`src/design/amo_pkg.sv`:
```
// Atomic operation definitions
package amo_pkg;

    // Operation field of an AtomicLoad or AtomicStore opcode
    typedef enum logic [2:0] {
        OP_ADD  = 3'b000,
        OP_CLR  = 3'b001,
        OP_EOR  = 3'b010,
        OP_SET  = 3'b011,
        OP_SMAX = 3'b100,
        OP_SMIN = 3'b101,
        OP_UMAX = 3'b110,
        OP_UMIN = 3'b111
    } amo_op_e;

    // Field view of the opcode, most significant field first
    typedef struct packed {
        logic [1:0] kind;
        logic       big_endian;
        amo_op_e    op;
    } atop_fields_t;

    // One opcode, read either as a whole code or by its fields
    typedef union packed {
        logic [5:0]   raw;
        atop_fields_t fields;
    } atop_t;

    // Whole codes of the swap/compare group
    localparam logic [5:0] ATOP_SWAP    = 6'b110000;
    localparam logic [5:0] ATOP_COMPARE = 6'b110001;

    // Kind field values
    localparam logic [1:0] ATOP_KIND_STORE = 2'b01;
    localparam logic [1:0] ATOP_KIND_LOAD  = 2'b10;

    // Transfer size code for a 32-bit word
    localparam logic [2:0] SIZE_WORD = 3'd2;

    // Request class handed from decode to execute
    typedef enum logic [1:0] {
        INVALID = 2'd0,
        LOAD    = 2'd1,
        STORE   = 2'd2,
        SWAP    = 2'd3
    } amo_class_e;

endpackage

```
`src/design/amo_decode.sv`:
```
// Atomic request decode stage
`timescale 1ns/1ps

module amo_decode #(
    parameter int unsigned AddrWidth = 32,
    parameter int unsigned WordWidth = 32
) (
    input  logic                 clk_i,
    input  logic                 rst_ni,
    input  logic                 req_valid_i,
    output logic                 req_ready_o,
    input  amo_pkg::atop_t       req_atop_i,
    input  logic [AddrWidth-1:0] req_addr_i,
    input  logic [2:0]           req_size_i,
    input  logic [WordWidth-1:0] req_operand_i,
    output logic                 dec_valid_o,
    input  logic                 dec_ready_i,
    output amo_pkg::amo_class_e  dec_class_o,
    output amo_pkg::amo_op_e     dec_op_o,
    output logic [AddrWidth-1:0] dec_addr_o,
    output logic [WordWidth-1:0] dec_operand_o
);
    import amo_pkg::*;

    logic                 valid_q;
    logic                 accept;
    amo_class_e           req_class;
    amo_class_e           class_q;
    amo_op_e              op_q;
    logic [AddrWidth-1:0] addr_q;
    logic [WordWidth-1:0] operand_q;

    // Stage can take a new item when empty or when it drains this cycle
    assign req_ready_o = ~valid_q | dec_ready_i;
    assign accept      = req_valid_i & req_ready_o;

    always_comb begin
        req_class = INVALID;
        // Swap and compare are matched on the whole code
        if (req_atop_i.raw == ATOP_SWAP) begin
            req_class = SWAP;
        end else if (req_atop_i.raw == ATOP_COMPARE) begin
            req_class = INVALID;
        end else if (!req_atop_i.fields.big_endian) begin
            // Little-endian load and store by kind field
            if (req_atop_i.fields.kind == ATOP_KIND_LOAD) begin
                req_class = LOAD;
            end else if (req_atop_i.fields.kind == ATOP_KIND_STORE) begin
                req_class = STORE;
            end
        end
        // Only full words are supported
        if (req_size_i != SIZE_WORD) begin
            req_class = INVALID;
        end
    end

    always_ff @(posedge clk_i or negedge rst_ni) begin
        if (!rst_ni) begin
            valid_q <= 1'b0;
        end else if (accept) begin
            valid_q <= 1'b1;
        end else if (dec_ready_i) begin
            valid_q <= 1'b0;
        end
    end

    always_ff @(posedge clk_i) begin
        if (accept) begin
            class_q   <= req_class;
            op_q      <= req_atop_i.fields.op;
            addr_q    <= req_addr_i;
            operand_q <= req_operand_i;
        end
    end

    assign dec_valid_o   = valid_q;
    assign dec_class_o   = class_q;
    assign dec_op_o      = op_q;
    assign dec_addr_o    = addr_q;
    assign dec_operand_o = operand_q;

endmodule

```
`src/design/amo_alu.sv`:
```
// Atomic arithmetic and logic unit
`timescale 1ns/1ps

module amo_alu #(
    parameter int unsigned WordWidth = 32
) (
    input  amo_pkg::amo_op_e     op_i,
    input  logic                 swap_i,
    input  logic [WordWidth-1:0] mem_val_i,
    input  logic [WordWidth-1:0] operand_i,
    output logic [WordWidth-1:0] result_o
);
    import amo_pkg::*;

    logic                 signed_lt;
    logic                 unsigned_lt;
    logic [WordWidth-1:0] op_result;

    // Old memory value against operand
    assign signed_lt   = $signed(mem_val_i) < $signed(operand_i);
    assign unsigned_lt = mem_val_i < operand_i;

    always_comb begin
        unique case (op_i)
            OP_ADD: begin
                op_result = mem_val_i + operand_i;
            end
            OP_CLR: begin
                op_result = mem_val_i & ~operand_i;
            end
            OP_EOR: begin
                op_result = mem_val_i ^ operand_i;
            end
            OP_SET: begin
                op_result = mem_val_i | operand_i;
            end
            OP_SMAX: begin
                op_result = signed_lt ? operand_i : mem_val_i;
            end
            OP_SMIN: begin
                op_result = signed_lt ? mem_val_i : operand_i;
            end
            OP_UMAX: begin
                op_result = unsigned_lt ? operand_i : mem_val_i;
            end
            OP_UMIN: begin
                op_result = unsigned_lt ? mem_val_i : operand_i;
            end
            default: begin
                op_result = mem_val_i;
            end
        endcase
    end

    // Swap ignores the op field and writes the operand as is
    assign result_o = swap_i ? operand_i : op_result;

endmodule

```
`src/design/amo_exec.sv`:
```
// Atomic read-modify-write stage
`timescale 1ns/1ps

module amo_exec #(
    parameter int unsigned DataWidth = 64,
    parameter int unsigned WordWidth = 32,
    parameter int unsigned AddrWidth = 32
) (
    input  logic                   clk_i,
    input  logic                   rst_ni,
    input  logic                   dec_valid_i,
    output logic                   dec_ready_o,
    input  amo_pkg::amo_class_e    dec_class_i,
    input  amo_pkg::amo_op_e       dec_op_i,
    input  logic [AddrWidth-1:0]   dec_addr_i,
    input  logic [WordWidth-1:0]   dec_operand_i,
    output logic                   mem_req_valid_o,
    input  logic                   mem_req_ready_i,
    output logic                   mem_we_o,
    output logic [AddrWidth-1:0]   mem_addr_o,
    output logic [DataWidth-1:0]   mem_wdata_o,
    output logic [DataWidth/8-1:0] mem_wstrb_o,
    input  logic                   mem_rvalid_i,
    input  logic [DataWidth-1:0]   mem_rdata_i,
    output logic                   resp_valid_o,
    input  logic                   resp_ready_i,
    output logic [WordWidth-1:0]   resp_data_o,
    output logic                   resp_err_o
);
    import amo_pkg::*;

    localparam int unsigned Ratio     = DataWidth / WordWidth;
    localparam int unsigned WordBytes = WordWidth / 8;
    localparam int unsigned DataOffW  = $clog2(DataWidth / 8);
    localparam int unsigned WordOffW  = $clog2(WordBytes);
    localparam int unsigned LaneW     = (Ratio > 1) ? $clog2(Ratio) : 1;

    typedef enum logic [2:0] {
        ST_IDLE,
        ST_READ_REQ,
        ST_WAIT_DATA,
        ST_WRITE_REQ,
        ST_RESP
    } state_e;

    state_e state_d, state_q;

    logic                            take;
    logic                            write_done;
    amo_class_e                      class_q;
    amo_op_e                         op_q;
    logic [AddrWidth-1:0]            addr_q;
    logic [WordWidth-1:0]            operand_q;
    logic [Ratio-1:0][WordWidth-1:0] rdata_q;
    logic [WordWidth-1:0]            resp_data_q;
    logic                            resp_err_q;
    logic [LaneW-1:0]                lane;
    logic [WordWidth-1:0]            old_word;
    logic [WordWidth-1:0]            new_word;
    logic [Ratio-1:0][WordWidth-1:0] wdata_lanes;
    logic [Ratio-1:0][WordBytes-1:0] wstrb_lanes;

    assign take       = dec_valid_i & dec_ready_o;
    assign write_done = (state_q == ST_WRITE_REQ) & mem_req_ready_i;

    always_comb begin
        state_d = state_q;
        unique case (state_q)
            ST_IDLE: begin
                // Invalid items skip memory entirely
                if (dec_valid_i) begin
                    state_d = (dec_class_i == INVALID) ? ST_RESP : ST_READ_REQ;
                end
            end
            ST_READ_REQ: begin
                if (mem_req_ready_i) begin
                    state_d = ST_WAIT_DATA;
                end
            end
            ST_WAIT_DATA: begin
                if (mem_rvalid_i) begin
                    state_d = ST_WRITE_REQ;
                end
            end
            ST_WRITE_REQ: begin
                if (mem_req_ready_i) begin
                    state_d = ST_RESP;
                end
            end
            ST_RESP: begin
                if (resp_ready_i) begin
                    state_d = ST_IDLE;
                end
            end
            default: begin
                state_d = ST_IDLE;
            end
        endcase
    end

    always_ff @(posedge clk_i or negedge rst_ni) begin
        if (!rst_ni) begin
            state_q <= ST_IDLE;
        end else begin
            state_q <= state_d;
        end
    end

    always_ff @(posedge clk_i) begin
        if (take) begin
            class_q   <= dec_class_i;
            op_q      <= dec_op_i;
            addr_q    <= dec_addr_i;
            operand_q <= dec_operand_i;
        end
        if ((state_q == ST_WAIT_DATA) && mem_rvalid_i) begin
            rdata_q <= mem_rdata_i;
        end
        // Error response for an invalid item, old value otherwise
        if (take && (dec_class_i == INVALID)) begin
            resp_data_q <= '1;
            resp_err_q  <= 1'b1;
        end else if (write_done) begin
            resp_data_q <= (class_q == STORE) ? '0 : old_word;
            resp_err_q  <= 1'b0;
        end
    end

    // Lane index sits between the word and memory byte offsets
    if (Ratio > 1) begin : gen_lane
        assign lane = addr_q[DataOffW-1:WordOffW];
    end else begin : gen_single_lane
        assign lane = '0;
    end

    assign old_word = rdata_q[lane];

    amo_alu #(
        .WordWidth ( WordWidth )
    ) i_alu (
        .op_i      ( op_q             ),
        .swap_i    ( class_q == SWAP  ),
        .mem_val_i ( old_word         ),
        .operand_i ( operand_q        ),
        .result_o  ( new_word         )
    );

    // Other lanes keep the read value and are masked by the strobes anyway
    always_comb begin
        wdata_lanes       = rdata_q;
        wdata_lanes[lane] = new_word;
        wstrb_lanes       = '0;
        wstrb_lanes[lane] = '1;
    end

    assign dec_ready_o     = (state_q == ST_IDLE);
    assign mem_req_valid_o = (state_q == ST_READ_REQ) | (state_q == ST_WRITE_REQ);
    assign mem_we_o        = (state_q == ST_WRITE_REQ);
    assign mem_addr_o      = {addr_q[AddrWidth-1:DataOffW], {DataOffW{1'b0}}};
    assign mem_wdata_o     = wdata_lanes;
    assign mem_wstrb_o     = wstrb_lanes;
    assign resp_valid_o    = (state_q == ST_RESP);
    assign resp_data_o     = resp_data_q;
    assign resp_err_o      = resp_err_q;

endmodule

```
`src/design/amo_unit.sv`:
```
// Atomic memory operation unit
`timescale 1ns/1ps

module amo_unit #(
    parameter int unsigned DataWidth = 64,
    parameter int unsigned WordWidth = 32,
    parameter int unsigned AddrWidth = 32
) (
    input  logic                   clk_i,
    input  logic                   rst_ni,
    input  logic                   req_valid_i,
    output logic                   req_ready_o,
    input  amo_pkg::atop_t         req_atop_i,
    input  logic [AddrWidth-1:0]   req_addr_i,
    input  logic [2:0]             req_size_i,
    input  logic [WordWidth-1:0]   req_operand_i,
    output logic                   mem_req_valid_o,
    input  logic                   mem_req_ready_i,
    output logic                   mem_we_o,
    output logic [AddrWidth-1:0]   mem_addr_o,
    output logic [DataWidth-1:0]   mem_wdata_o,
    output logic [DataWidth/8-1:0] mem_wstrb_o,
    input  logic                   mem_rvalid_i,
    input  logic [DataWidth-1:0]   mem_rdata_i,
    output logic                   resp_valid_o,
    input  logic                   resp_ready_i,
    output logic [WordWidth-1:0]   resp_data_o,
    output logic                   resp_err_o
);
    import amo_pkg::*;

    // Decode to execute
    logic                 dec_valid;
    logic                 dec_ready;
    amo_class_e           dec_class;
    amo_op_e              dec_op;
    logic [AddrWidth-1:0] dec_addr;
    logic [WordWidth-1:0] dec_operand;

    amo_decode #(
        .AddrWidth ( AddrWidth ),
        .WordWidth ( WordWidth )
    ) i_decode (
        .clk_i         ( clk_i         ),
        .rst_ni        ( rst_ni        ),
        .req_valid_i   ( req_valid_i   ),
        .req_ready_o   ( req_ready_o   ),
        .req_atop_i    ( req_atop_i    ),
        .req_addr_i    ( req_addr_i    ),
        .req_size_i    ( req_size_i    ),
        .req_operand_i ( req_operand_i ),
        .dec_valid_o   ( dec_valid     ),
        .dec_ready_i   ( dec_ready     ),
        .dec_class_o   ( dec_class     ),
        .dec_op_o      ( dec_op        ),
        .dec_addr_o    ( dec_addr      ),
        .dec_operand_o ( dec_operand   )
    );

    amo_exec #(
        .DataWidth ( DataWidth ),
        .WordWidth ( WordWidth ),
        .AddrWidth ( AddrWidth )
    ) i_exec (
        .clk_i           ( clk_i           ),
        .rst_ni          ( rst_ni          ),
        .dec_valid_i     ( dec_valid       ),
        .dec_ready_o     ( dec_ready       ),
        .dec_class_i     ( dec_class       ),
        .dec_op_i        ( dec_op          ),
        .dec_addr_i      ( dec_addr        ),
        .dec_operand_i   ( dec_operand     ),
        .mem_req_valid_o ( mem_req_valid_o ),
        .mem_req_ready_i ( mem_req_ready_i ),
        .mem_we_o        ( mem_we_o        ),
        .mem_addr_o      ( mem_addr_o      ),
        .mem_wdata_o     ( mem_wdata_o     ),
        .mem_wstrb_o     ( mem_wstrb_o     ),
        .mem_rvalid_i    ( mem_rvalid_i    ),
        .mem_rdata_i     ( mem_rdata_i     ),
        .resp_valid_o    ( resp_valid_o    ),
        .resp_ready_i    ( resp_ready_i    ),
        .resp_data_o     ( resp_data_o     ),
        .resp_err_o      ( resp_err_o      )
    );

endmodule

```
`config.mk`:
```
export PLATFORM = sky130hd
export DESIGN_NAME = amo_unit
export DESIGN_NICKNAME = d
export VERILOG_FILES = /design/src/design/amo_pkg.sv /design/src/design/amo_decode.sv /design/src/design/amo_alu.sv /design/src/design/amo_exec.sv /design/src/design/amo_unit.sv
export SDC_FILE = /design/constraint.sdc
export NUM_CORES = 1
export LEC_CHECK = 0
export BUFFER_PORTS_ARGS = -buffer_cell sky130_fd_sc_hd__buf_4
export CAP_MARGIN = 20
export CORE_MARGIN = 5
export CORE_UTILIZATION = 30
export CTS_CLUSTER_SIZE = 12
export DETAILED_ROUTE_END_ITERATION = 10
export SYNTH_ARGS = -nofsm -noshare
export SYNTH_HDL_FRONTEND = slang
export SYNTH_SLANG_ARGS = --single-unit
```
`constraint.sdc`:
```
create_clock -name clk_i -period 10.9 [get_ports clk_i]
set_clock_uncertainty 0.2 [all_clocks]
set_input_delay 1.635 -clock clk_i [delete_from_list [all_inputs] [get_ports clk_i]]
set_output_delay 1.635 -clock clk_i [all_outputs]
set_load 0.1 [all_outputs]
```
# Yosys cells after proc, flatten, opt, wreduce, memory -nomap -nowiden
# Cells that the tools add are included.
[totals]
wordCells = 88
output_inout_bits = 141
ff_bits = 239
inputBits = 143
[classes]
bitwise = 10
n_mux = 28
addsub = 1
n_reduce_logical = 8
order_cmp = 4
eq_ne = 23
[op_table]
columns = ["op", "n"]
rows = [
  ["32-bit 2-to-1 mux", 9],
  ["32-bit one-hot mux with 8 select lines", 1],
  ["64-bit bitwise mux", 1],
  ["32-bit less-than comparator", 2],
  ["32-bit adder", 1],
  ["32-bit AND", 1],
  ["32-bit demux with 1-bit select", 1],
  ["32-bit NOT", 1],
  ["32-bit OR", 1],
  ["32-bit XOR", 1],
  ["3-bit 2-to-1 mux", 6],
  ["3-bit equality test, second input constant", 5],
  ["3-bit one-hot mux with 5 select lines", 1],
  ["3-bit by 2-bit equality test with 1-bit output, second input constant", 4],
  ["6-bit equality test, second input constant", 2],
  ["2-bit 2-to-1 mux", 5],
  ["2-bit != test, second input constant", 4],
  ["2-bit equality test, second input constant", 3],
  ["3-bit by 1-bit equality test with 1-bit output, second input constant", 2],
  ["3-bit zero test", 2],
  ["5-bit AND reduction", 1],
  ["4-bit demux with 1-bit select", 1],
  ["4-bit 2-to-1 mux", 1],
  ["1-bit AND", 3],
  ["11 further kinds", 15],
]

# Longest topological paths before layout
[depth]
word_depth = 7
depth_mapped = 17
ltp_nobuf = 14

# Cells and area by module
# Synthesis repeated with hierarchy kept, for this count alone.
[hier_totals]
cells_unflattened = 1190
area_unflattened_um2 = 13754.4
[modules_own_cells]
columns = ["mod", "cells_each", "seq_area_each_um2", "area_each_um2", "instances"]
rows = [
  ["amo_exec", 350, 4669.5, 6606.3, 1],
  ["amo_alu", 762, 0.0, 4989.8, 1],
  ["amo_decode", 78, 2097.0, 2158.3, 1],
]

# Worst setup path before layout
# No wires, ideal clock.
[synth_timing]
path_kind = "reg2out"
from = "register i_exec.addr_q[2]"
to = "output port mem_wdata_o[50]"
slack_ns = 1.852
stages_incl_launch_ff = 16
path_buffers = 5
required_ns = 9.065
arrival_ns = 7.213
path_cell_list = "edfxtp_1 clkbuf_1 clkbuf_1 clkbuf_1 mux2i_1 ha_1 or4_4 a21oi_1 nor4_4 o21a_1 buf_2 xnor3_1 buf_4 a21oi_1 nor2_1 o32ai_1"
[synth_between]
elab_chain_cells = 7
elab_cells_between_ends = 20
cone_classes = "add/sub (1); order compare (4); mux (11); bitwise (3); reduce/logical (1)"
[synth_rtl]
columns = ["item", "line_no", "rtl"]
rows = [
  ["start, declared", "amo_exec.sv:52", "logic [AddrWidth-1:0] addr_q;"],
  ["start signal, assigned", "amo_exec.sv:113", "addr_q <= dec_addr_i;"],
  ["32-bit 2-to-1 mux (not written as such) (2 in series)", "amo_exec.sv:136", "assign old_word = rdata_q[lane];"],
  ["32-bit less-than comparator, on equally long branches", "amo_alu.sv:21, amo_alu.sv:20", ""],
  ["32-bit 2-to-1 mux, on equally long branches", "n/a", ""],
  ["32-bit one-hot mux with 8 select lines", "amo_alu.sv:24", "unique case (op_i)"],
  ["32-bit 2-to-1 mux", "amo_alu.sv:56", "assign result_o = swap_i ? operand_i : op_result;"],
  ["64-bit bitwise mux *", "amo_exec.sv:151", "wdata_lanes[lane] = new_word;"],
  ["end, declared", "amo_unit.sv:21", "output logic [DataWidth-1:0] mem_wdata_o,"],
]
# Mark *: on every way between the ends. The rest lies on a longest branch, timed or not. The select of a mux whose other input is x is not followed.

# Final worst setup path
[layout_timing]
from = "register i_exec.addr_q[2]"
to = "output port mem_wdata_o[2]"
# The elaborated chain is that of the path after synthesis.

==> results.yml <==
status:
  status: "finished, final reports clean"
sta:
  fin_setup_tns_ns: 0
  max_freq_ghz: 0.131
  worstMarginPinSlew_ns: 1.06
  timing.hold.ws_ns: 0.200
  period_share_pct: 69.9
  rsz0062_at_grt: "no"
  slew_headroom_pct: 29.2
  finalHoldViolations: 0
  slew_viol_final: 0
  setup_viol: 0
  period_minus_slack_ns: 7.62
setup_path:
  crit_type: "flop to primary output"
  crit_slowest_cell: "mux2i_1"
  max_stage_delay_ns: 0.66
  critPathBufInv: 3
  cp_cell_sequence: "buf_12 > mux2i_1 > ha_1 > nor4_4 > nand4_1 > a211o_1 > o21a_1 > xnor3_1 > buf_16 > mux2_2 > a221oi_2 > a21oi_1 > buf_4"
  critPathMaxFanout: 90
  cp.arrival_ns: 5.78
  crit_family: "compound AO/OA/AOI/OAI gates"
  cp_data_required_time_ns: 9.07
  critPathLaunchType: "flop"
  end_kind: "primary output"
global_route:
  grt_max_degree: 91
  grt_pass1_wl_um: 70600
  grt.total_usage_pct: 17.9
  antenna_found_initial: 0
  grt-ovfl-total: 0
  first_global_vias: 11400
clocking:
  h-tree-depth: 1
  clock_path_buffers: 3
  ctsResizeCount: 0
  numCtsBuffers: 29
  clk_pin_slew_ns: 0.07
  cts_tree: "built"
  clock_latency_ns: 0.59
  postCtsHoldBufs: 0
  cts_sinks: 235
  clockRootBuffer: "clkbuf_16"
  postCtsSetupBuffers: 0
placed_design:
  io_buffer_count: 278
  hpwl_um: 34000
  place_inst: 2119
  place_congestion: 0.875
flow_run:
  cap_violations: 0
floorplanning:
  fp.dieW_um: 226
  start_util_pct: 30.3
  die_area_mm2: 0.0513
  ios: 284
  fp.dieH_um: 226
  core_mm2: 0.0465
  row_count: 79
detailed_routing:
  wl_per_cell_um: 22.0
  postRouteAntennaNets: 0
  dr.first_iter.drc_count: 725
  dr.pass1.iters: 5
  vias: 11300
  drc: 0
  routed_wl_um: 47900
  vias_per_cell: 5.17
logic_synthesis:
  syn-cell-area_mm2: 0.0141
  yosys_warnings: 0
  synth-seq-cells: 235
  synth_ff_type: "edfxtp_1"
  syn_inst: 1300
  synth_edf_count: 198
  synthArstFlopShare_pct: 1.70
  synth_cell_types: 87
  syn_area_per_cell_um2: 10.8
  synth_seq_area_share_pct: 47.7
final_layout:
  layout_common_cells: "buf_4 (296), edfxtp_1 (198), ha_1 (125)"
  stdcell_count: 2175
  layout-drive-gt1-share_pct: 26.6
  final_common_cell: "buf_4"
  final_nets: 1814
  num_antenna_cells: 0
  fin_util_pct: 38.1
  area_delta_synth_final_pct: 25.8
  n_fill_cell: 4561
  multiInputGateArea_mm2: 0.00664
  regArea_mm2: 0.00671
hold_path:
  min_path_type: "flop to flop"
## synthesized netlist by cell type, drive strengths merged (29+ instances only)
cell type	instances	area, um2
dfxtp	33	661
mux2	38	428
edfxtp	198	5950
ha	125	1560
clkbuf	65	244
nand2	70	263
inv	96	360
o21ai	112	579
mux2i	29	290
a21oi	120	608
a221o	32	320
nor2	64	240
## cells by family (layout without fill, tap and decap cells)
logic type | Yosys count | after routing | share of synthesized area (%)
adders and majority gates | 126 | 126 | 11.3
and+or+nand+nor | 244 | 244 | 8.66
AOI/OAI and AO/OA | 419 | 419 | 20.1
buffers and inverters | 184 | 450 | 5.34
other | 1 | 3 | 0.0267
muxes | 67 | 67 | 5.11
DFF | 235 | 235 | 47.7
xor gates and xnor gates | 24 | 24 | 1.80
## final timing paths
path	end	start	slack, ns	depth (start not counted)
setup / recovery	mem_wdata_o[2]	i_exec.addr_q[2]	3.28	13
min in group asynchronous	i_decode.dec_valid_o	rst_ni	0.64	1
hold / removal	i_exec.operand_q[10]	i_decode.dec_operand_o[10]	0.20	0
setup reg to reg	i_exec.resp_data_o[6]	i_exec.state_q[0]	8.17	8
max in group asynchronous	i_exec.state_q[2]	rst_ni	9.76	1
hold reg to reg	i_exec.operand_q[10]	i_decode.dec_operand_o[10]	0.20	0
## worst reg2reg max path, delay by kind of cell (launching register included)
family                 cells  cell delay (ns)
DFF                        1             0.52
and+or+nand+nor            3             0.45
buffers and inverters      3             0.83
AOI/OAI and AO/OA          2             0.67
## sequential cells by signal (all words and copies together), names as in the netlist, 3 cells and up
| name | count |
|---|---|
| i_exec.rdata_q | 64 |
| i_decode.dec_operand_o | 32 |
| i_exec.operand_q | 32 |
| i_exec.resp_data_o | 32 |
| i_decode.dec_addr_o | 30 |
| i_exec.addr_q | 30 |
| i_decode.dec_op_o | 3 |
| i_exec.op_q | 3 |
| i_exec.state_q | 3 |
## per-stage QoR
stage | setup slack (ns) | area, um2
final | 3.28 | 17700
after global routing | 3.02 | 17700
after CTS | 2.78 | 17600
after detailed placement | 3.47 | 16700
after global placement | 3.44 | 16700
after floorplan | 1.85 | 14100
## metal layers
layer  vias to the layer above  GRT usage, %  wire length [um]
met5                         -             0                 0
met4                         0          4.19              1100
met3                        57          3.55              2640
met2                       308          30.2             23000
met1                      5532          23.8             21100
li1                       5356             -                 -
## final cells by class
cell class	instances	share of cell area (%)
inverter	97	2.06
tap	607	4.29
timing repair buffer	299	12.9
clock buffer	40	4.56
multi-input combinational	883	37.5
sequential	235	37.9
clock inverter	14	0.708
Power is not shown: default switching activity piles up to over one toggle a cycle in this logic, so the estimate is an artifact.
